**src/serial_pkg.sv**
```systemverilog
// --------------------
// serial link package
// word and counter types, controller states and fixed link settings
// --------------------

package serial_pkg;

	// --------------------
	// link settings
	// --------------------

	// bits per serial word
	localparam int word_bits = 8;

	// serial_clk cycles per half period of sclk
	localparam int clk_div = 4;

	// bit 0 goes on the line first
	localparam bit lsb_first = 1'b1;

	// line levels while nothing is sent
	localparam bit sclk_idle = 1'b1;
	localparam bit sdata_idle = 1'b1;

	// counter widths, at least one bit each
	localparam int bit_idx_bits = (word_bits > 1) ? $clog2(word_bits) : 1;
	localparam int div_cnt_bits = (clk_div > 1) ? $clog2(clk_div) : 1;

	// --------------------
	// types
	// --------------------

	// parallel data word
	typedef logic [word_bits-1:0] word_t;

	// position of a bit within a word
	typedef logic [bit_idx_bits-1:0] bit_idx_t;

	// divider count
	typedef logic [div_cnt_bits-1:0] div_cnt_t;

	// controller states
	typedef enum logic [0:0] {
		st_ready = 1'b0,
		st_transmit = 1'b1
	} ctrl_state_t;

endpackage

```
**src/sclk_gen.sv**
```systemverilog
// --------------------
// serial clock generator
// divides serial_clk into half-period ticks and forms the gated sclk line
// --------------------

`timescale 1ns/1ps

module sclk_gen (
	input logic serial_clk,
	input logic in_rst,
	input logic run,
	output logic sclk,
	output logic fall_tick,
	output logic rise_tick
);

	// --------------------
	// divider
	// --------------------

	serial_pkg::div_cnt_t div_cnt;

	// high when the next tick is a rise
	logic phase;

	always_ff @(posedge serial_clk or posedge in_rst) begin
		if (in_rst) begin
			div_cnt <= '0;
			phase <= 1'b0;
			fall_tick <= 1'b0;
			rise_tick <= 1'b0;
		end else if (!run) begin
			// stopped, start over with a fall
			div_cnt <= '0;
			phase <= 1'b0;
			fall_tick <= 1'b0;
			rise_tick <= 1'b0;
		end else if (div_cnt == serial_pkg::div_cnt_t'(serial_pkg::clk_div - 1)) begin
			div_cnt <= '0;
			phase <= ~phase;
			// ticks alternate
			fall_tick <= ~phase;
			rise_tick <= phase;
		end else begin
			div_cnt <= div_cnt + 1'b1;
			fall_tick <= 1'b0;
			rise_tick <= 1'b0;
		end
	end

	// --------------------
	// clock line
	// --------------------

	// follows the ticks one register later
	always_ff @(posedge serial_clk or posedge in_rst) begin
		if (in_rst) begin
			sclk <= serial_pkg::sclk_idle;
		end else if (!run) begin
			sclk <= serial_pkg::sclk_idle;
		end else if (fall_tick) begin
			sclk <= 1'b0;
		end else if (rise_tick) begin
			sclk <= 1'b1;
		end
	end

	// both edges in one cycle would break the line protocol
	a_ticks_exclusive: assert property (@(posedge serial_clk) disable iff (in_rst)
		!(fall_tick && rise_tick));

endmodule

```
**src/serial_ctrl.sv**
```systemverilog
// --------------------
// serial link controller
// sequences words on the tick strobes and raises the word strobes
// --------------------

`timescale 1ns/1ps

module serial_ctrl (
	input logic serial_clk,
	input logic in_rst,
	input logic enable,
	input logic fall_tick,
	input logic rise_tick,
	output logic run,
	output logic load,
	output logic active,
	output logic ready,
	output logic transmitting,
	output logic next_word,
	output logic word_finished
);

	serial_pkg::ctrl_state_t state;
	serial_pkg::ctrl_state_t state_next;

	// bit currently on the line
	serial_pkg::bit_idx_t bit_cnt;
	serial_pkg::bit_idx_t bit_cnt_next;

	logic last_bit;
	logic second_last_bit;

	assign last_bit = (bit_cnt == serial_pkg::bit_idx_t'(serial_pkg::word_bits - 1));
	assign second_last_bit = (bit_cnt == serial_pkg::bit_idx_t'(serial_pkg::word_bits - 2));

	// --------------------
	// state register
	// --------------------

	always_ff @(posedge serial_clk or posedge in_rst) begin
		if (in_rst) begin
			state <= serial_pkg::st_ready;
			bit_cnt <= '0;
		end else begin
			state <= state_next;
			bit_cnt <= bit_cnt_next;
		end
	end

	// --------------------
	// next state
	// --------------------

	// all decisions fall on a fall_tick
	always_comb begin
		state_next = state;
		bit_cnt_next = bit_cnt;
		load = 1'b0;
		next_word = 1'b0;

		if (fall_tick) begin
			if (!enable) begin
				// stop and drop any partial word
				state_next = serial_pkg::st_ready;
				bit_cnt_next = '0;
			end else if (state == serial_pkg::st_ready || last_bit) begin
				// new word starts with bit 0
				state_next = serial_pkg::st_transmit;
				bit_cnt_next = '0;
				load = 1'b1;
			end else begin
				bit_cnt_next = serial_pkg::bit_idx_t'(bit_cnt + 1'b1);
				// last bit starts here
				next_word = second_last_bit;
			end
		end
	end

	// --------------------
	// outputs
	// --------------------

	// sampled bit of the last position completes the word
	assign word_finished = rise_tick && (state == serial_pkg::st_transmit) && last_bit;

	// shifters act on the state that follows this cycle
	assign active = (state_next == serial_pkg::st_transmit);

	// keep the divider going while a word is open
	assign run = enable || (state == serial_pkg::st_transmit && !fall_tick);

	assign ready = (state == serial_pkg::st_ready);
	assign transmitting = (state == serial_pkg::st_transmit);

	// --------------------
	// checks
	// --------------------

	// last bit announced one half period before the word closes
	a_finish_in_transmit: assert property (@(posedge serial_clk) disable iff (in_rst)
		word_finished |-> state == serial_pkg::st_transmit
			&& $past(next_word, serial_pkg::clk_div));

	a_load_vs_next_word: assert property (@(posedge serial_clk) disable iff (in_rst)
		!(load && next_word));

endmodule

```
**src/tx_shifter.sv**
```systemverilog
// --------------------
// transmit shift register
// loads a parallel word and drives it bit by bit onto sdata_out
// --------------------

`timescale 1ns/1ps

module tx_shifter (
	input logic serial_clk,
	input logic in_rst,
	input serial_pkg::word_t parallel_in,
	input logic load,
	input logic fall_tick,
	input logic active,
	output logic sdata_out
);

	// bits still waiting for the line
	serial_pkg::word_t shift_q;

	// bit that goes out first
	function automatic logic first_bit(input serial_pkg::word_t w);
		if (serial_pkg::lsb_first) begin
			return w[0];
		end
		return w[serial_pkg::word_bits-1];
	endfunction

	// drop the bit just sent
	function automatic serial_pkg::word_t advance(input serial_pkg::word_t w);
		if (serial_pkg::lsb_first) begin
			return w >> 1;
		end
		return w << 1;
	endfunction

	// --------------------
	// shift register
	// --------------------

	always_ff @(posedge serial_clk) begin
		if (load) begin
			shift_q <= advance(parallel_in);
		end else if (fall_tick && active) begin
			shift_q <= advance(shift_q);
		end
	end

	// --------------------
	// data line
	// --------------------

	// changes together with the falling sclk edge
	always_ff @(posedge serial_clk or posedge in_rst) begin
		if (in_rst) begin
			sdata_out <= serial_pkg::sdata_idle;
		end else if (!active) begin
			sdata_out <= serial_pkg::sdata_idle;
		end else if (load) begin
			sdata_out <= first_bit(parallel_in);
		end else if (fall_tick) begin
			sdata_out <= first_bit(shift_q);
		end
	end

	// line goes idle one register after the link stops
	a_idle_line: assert property (@(posedge serial_clk) disable iff (in_rst)
		!active |=> sdata_out == serial_pkg::sdata_idle);

endmodule

```
**src/rx_shifter.sv**
```systemverilog
// --------------------
// receive shift register
// samples sdata_in on rise ticks and holds each finished word
// --------------------

`timescale 1ns/1ps

module rx_shifter (
	input logic serial_clk,
	input logic in_rst,
	input logic sdata_in,
	input logic rise_tick,
	input logic active,
	input logic capture,
	output serial_pkg::word_t parallel_out
);

	// word under assembly
	serial_pkg::word_t assy_q;

	// assembly with the current line bit shifted in
	serial_pkg::word_t assy_next;

	// --------------------
	// bit ordering
	// --------------------

	always_comb begin
		if (serial_pkg::lsb_first) begin
			// first bit ends up in bit 0
			assy_next = {sdata_in, assy_q[serial_pkg::word_bits-1:1]};
		end else begin
			// first bit ends up in the top bit
			assy_next = {assy_q[serial_pkg::word_bits-2:0], sdata_in};
		end
	end

	// --------------------
	// assembly register
	// --------------------

	always_ff @(posedge serial_clk) begin
		if (rise_tick && active) begin
			assy_q <= assy_next;
		end
	end

	// --------------------
	// holding register
	// --------------------

	// takes the bit sampled at the capturing tick as well
	always_ff @(posedge serial_clk or posedge in_rst) begin
		if (in_rst) begin
			parallel_out <= '0;
		end else if (capture) begin
			parallel_out <= assy_next;
		end
	end

	// capture must line up with a sampling tick of an open word
	a_capture_on_tick: assert property (@(posedge serial_clk) disable iff (in_rst)
		capture |-> rise_tick && active);

endmodule

```
**src/serial_master.sv**
```systemverilog
// --------------------
// 3-wire serial master
// controller with clock generator and transmit and receive shifters
// --------------------

`timescale 1ns/1ps

module serial_master (
	// main clock and reset
	input logic serial_clk,
	input logic in_rst,

	// parallel side
	input logic enable,
	input serial_pkg::word_t parallel_in,
	output serial_pkg::word_t parallel_out,
	output logic ready,
	output logic transmitting,
	output logic next_word,
	output logic word_finished,

	// serial lines
	output logic sclk,
	output logic sdata_out,
	input logic sdata_in
);

	// --------------------
	// internal strobes
	// --------------------

	// divider enable
	logic run;

	// half period ticks
	logic fall_tick;
	logic rise_tick;

	// shifter controls
	logic load;
	logic active;

	// --------------------
	// controller
	// --------------------

	serial_ctrl u_ctrl (
		.serial_clk (serial_clk),
		.in_rst (in_rst),
		.enable (enable),
		.fall_tick (fall_tick),
		.rise_tick (rise_tick),
		.run (run),
		.load (load),
		.active (active),
		.ready (ready),
		.transmitting (transmitting),
		.next_word (next_word),
		.word_finished (word_finished)
	);

	// --------------------
	// datapath
	// --------------------

	sclk_gen u_sclk_gen (
		.serial_clk (serial_clk),
		.in_rst (in_rst),
		.run (run),
		.sclk (sclk),
		.fall_tick (fall_tick),
		.rise_tick (rise_tick)
	);

	tx_shifter u_tx (
		.serial_clk (serial_clk),
		.in_rst (in_rst),
		.parallel_in (parallel_in),
		.load (load),
		.fall_tick (fall_tick),
		.active (active),
		.sdata_out (sdata_out)
	);

	// word_finished doubles as the capture strobe
	rx_shifter u_rx (
		.serial_clk (serial_clk),
		.in_rst (in_rst),
		.sdata_in (sdata_in),
		.rise_tick (rise_tick),
		.active (active),
		.capture (word_finished),
		.parallel_out (parallel_out)
	);

endmodule

```
**config.mk**
```make
export PLATFORM = sky130hd
export DESIGN_NAME = serial_master
export DESIGN_NICKNAME = d
export VERILOG_FILES = /design/src/serial_pkg.sv /design/src/sclk_gen.sv /design/src/serial_ctrl.sv /design/src/tx_shifter.sv /design/src/rx_shifter.sv /design/src/serial_master.sv
export SDC_FILE = /design/constraint.sdc
export NUM_CORES = 1
export LEC_CHECK = 0
export BUFFER_PORTS_ARGS = -buffer_cell sky130_fd_sc_hd__buf_2
export CAP_MARGIN = 20
export CORE_AREA = 2 2 59 61
export CTS_CLUSTER_DIAMETER = 150
export CTS_CLUSTER_SIZE = 14
export DETAILED_ROUTE_END_ITERATION = 8
export DIE_AREA = 0 0 61 63
export PLACE_DENSITY_LB_ADDON = 0.25
export SLEW_MARGIN = 20
export SYNTH_ARGS = -nofsm -noshare
export SYNTH_HDL_FRONTEND = slang
export SYNTH_SLANG_ARGS = --single-unit
```
**constraint.sdc**
```tcl
create_clock -name serial_clk -period 2.4 [get_ports serial_clk]
set_clock_uncertainty 0.05 [all_clocks]
set_input_delay 0.12 -clock serial_clk [delete_from_list [all_inputs] [get_ports serial_clk]]
set_output_delay 0.12 -clock serial_clk [all_outputs]
set_load 0.01 [all_outputs]
```
==> metrics <==
status=completed; Worst-path clk slew=0.09 ns; largest net degree at the start of global routing=20; WL final=2.11 mm; proportion of power drawn by the clock network=21.5%; synth warn=0; Die H=63 microns; Leak Pwr=0.781 nW; Bufs on Longest Clock Path=2; post-synthesis sequential area ratio=65.6%; critical path capture point type=output pin; # nets final=138; gr usage total=13.2%; Initial Util=42.4%; first-pass GRT wire length=3.67 mm; Core Area=3230 sq um; Iteration-0 DRC Markers=16; Crit Path Max Fanout=3; Switching Fraction=29.3%; vias in the first global route=852; worst-skew pair later-pin latency=0.32 ns; CTS Root Cell=clkbuf_4; CTS Buf Count=5; DRC=0; Async SR Flop Fraction=57.6%; die width=61 microns; power share of the sequential group=56.7%; WS Path Type=flip-flop to output pin; synth cell count leaders=17 x dfrtp_1, 14 x edfxtp_1, 9 x mux2_2; Period minus WS final=1.96 ns; Synth Instances=88; largest cells by area after synthesis=dfrtp_1 31%, edfxtp_1 31%, mux2_2 7.4%, mux2_4 6.6%, dfstp_2 3.8%; DIE AREA=3840 sq um; #FFs+latches synth=33; number of antenna violations at the first check in global routing=0; CTS sink cnt=33; # IOs=26; post-synthesis simple-gate area fraction=11.6%; max-slew violation count=0; Combinational Power Share=21.8%; total number of vias=772; Worst Path Arrival=1.79 ns; htree depth=2; Least-Margin Pin Slew=0.701 ns; Tcrit/Tclk final=81.8%; Setup TNS=0 ns; Area after DPL=1550 sq um; sw power=0.389 mW; worst slew margin relative to its limit=53.2%; # rows=21; share of the synthesized netlist area taken by xor and xnor gates=0.639%; Layout Area Growth over Synthesis=18.9%; Max Cap Viol=0; area leader, netlist=dfrtp_1; top-count cell post-synth=dfrtp_1; Setup Viol. Count Final=0; Post-synth top flop=dfrtp_1; ant diodes=0; grt total ovfl=0; share of cells above drive strength 1=44.7%; antenna viol nets, final=0; Post-Syn Nets=104; FMAX=509 MHz; WL per Instance=12.5 microns; endpoints failing hold=0; Vias per Instance=4.57; RSZ-0062 raised after global routing=no; post-synthesis mux area share=14.7%; CTS tree=built; main combinational cell family by area after synthesis=multiplexers; I/O Buffers=25; Post-synth EDFFs=14; internal power=0.940 mW; Detail Placement HPWL=1.47 mm; Final Cell Area=1630 sq um; Max VDD drop=0.381 mV; mapped cell area=1370 sq um; utilization after layout=50.4%; min-delay worst type=primary input to flip-flop; Distinct cells, synth=30; post-synthesis compound-gate area fraction=1.83%; DRT Pass-1 Iters=3; Placer Congestion=0.669; PwrDens=816 nW/um^2; Adder-Cell Fraction of Synth Area=3.65%; Worst setup SP type=flip-flop; Synth top area share=31.1%; WP data required=2.23 ns; syn avg cell area=15.6 sq um
-- placed cells by master (no fill, tap or decap), drive strengths merged --
cell type	instances
and2b	1
and2	3
a21oi	1
nand2	4
inv	6
nor3b	1
nand2b	2
dfstp	2
o21ai	1
nand3b	1
mux2	15
nor2b	1
and3	1
nor2	6
buf	25
nor3	1
ha	4
dlygate4sd3	3
clkbuf	6
o22ai	1
o2bb2ai	1
xnor2	1
dfrtp	17
edfxtp	14
nand3	2
clkinv	2
mux2i	1
-- through the flow --
step | instances | total power, mW | worst slack, ns | hold WS [ns]
finish | 169 | 1.33 | 0.436 | 0.0428
global placement | 158 | 1.05 | 0.669 | 0.219
detailed placement | 158 | 1.06 | 0.635 | 0.230
CTS | 169 | 1.36 | 0.408 | 0.0330
global route | 169 | 1.41 | 0.312 | 0.0303
floorplan | 88 | 0.971 | 0.709 | 0.0196
-- layout make-up --
type / count / area (sq um)
clock inverter: 2 / 10.0
tap: 46 / 57.6
fill: 297 / 1600
inverter: 6 / 22.5
clock buffer: 6 / 41.3
timing repair buffer: 28 / 155
sequential: 33 / 898
multi-input combinational: 48 / 444
-- critical path, cell delays in order (launching register included) --
cell,delay [ns]
dfrtp_1,0.40
ha_1,0.21
ha_1,0.21
and2b_4,0.30
nand3_1,0.11
nor2_1,0.12
buf_2,0.13
-- registers in the layout, summed over array words and instances, names as in the netlist --
register,cells
u_sclk_gen.fall_tick,1
u_ctrl.bit_cnt,3
u_sclk_gen.sclk,1
u_rx.assy_q,7
u_sclk_gen.phase,1
u_rx.parallel_out,8
u_tx.sdata_out,1
u_sclk_gen.div_cnt,2
u_ctrl.transmitting,1
u_tx.shift_q,7
u_sclk_gen.rise_tick,1
-- power by group through the flow --
stage          logic [mW]  clock network, mW  registers [mW]
6_report            0.290              0.286           0.753
5_1_grt             0.328              0.320           0.765
4_1_cts             0.299              0.300           0.757
3_5_place_dp        0.293                  0           0.769
3_3_place_gp        0.282                  0           0.763
2_1_floorplan       0.218                  0           0.753
-- what timing repair did --
item                      in CTS  in global routing
hold buffers                   3                  0
gates resized for setup        0                  0
hold endpoints to repair      20                  0
setup buffers                  0                  0
-- layer usage --
layer / vias up / GRT usage (%) / part of all wire [%]
met2: 17 / 21.0 / 51
met1: 375 / 15.6 / 43
met4: 0 / 6.52 / 2.5
met3: 7 / 4.35 / 4.1
li1: 373 / - / -
met5: - / 0 / 0
-- path summary, 6_finish.rpt --
path,end,cells past startpoint,from,slack (ns)
worst max-delay path,next_word,6,u_ctrl.bit_cnt[0]$_DFFE_PP0P_,0.44
worst max register to register,u_tx.shift_q[0]$_DFFE_PP_,5,u_ctrl.bit_cnt[0]$_DFFE_PP0P_,0.63
worst min register to register,u_sclk_gen.div_cnt[0]$_DFF_PP0_,1,u_sclk_gen.div_cnt[0]$_DFF_PP0_,0.40
max in group asynchronous,u_rx.parallel_out[7]$_DFFE_PP0P_,3,in_rst,1.46
worst min-delay path,u_tx.shift_q[6]$_SDFFCE_PP0P_,2,parallel_in[7],0.04
min in group asynchronous,u_rx.parallel_out[3]$_DFFE_PP0P_,3,in_rst,0.40
-- cells by family after synthesis --
| logic type | count (synthesis) |
|---|---|
| simple gates | 23 |
| compound gates | 4 |
| fa+ha+maj | 4 |
| flops | 33 |
| mux | 16 |
| xor+xnor | 1 |
| buf+inv | 7 |
Note: power is estimated with default switching activity, not from simulation.
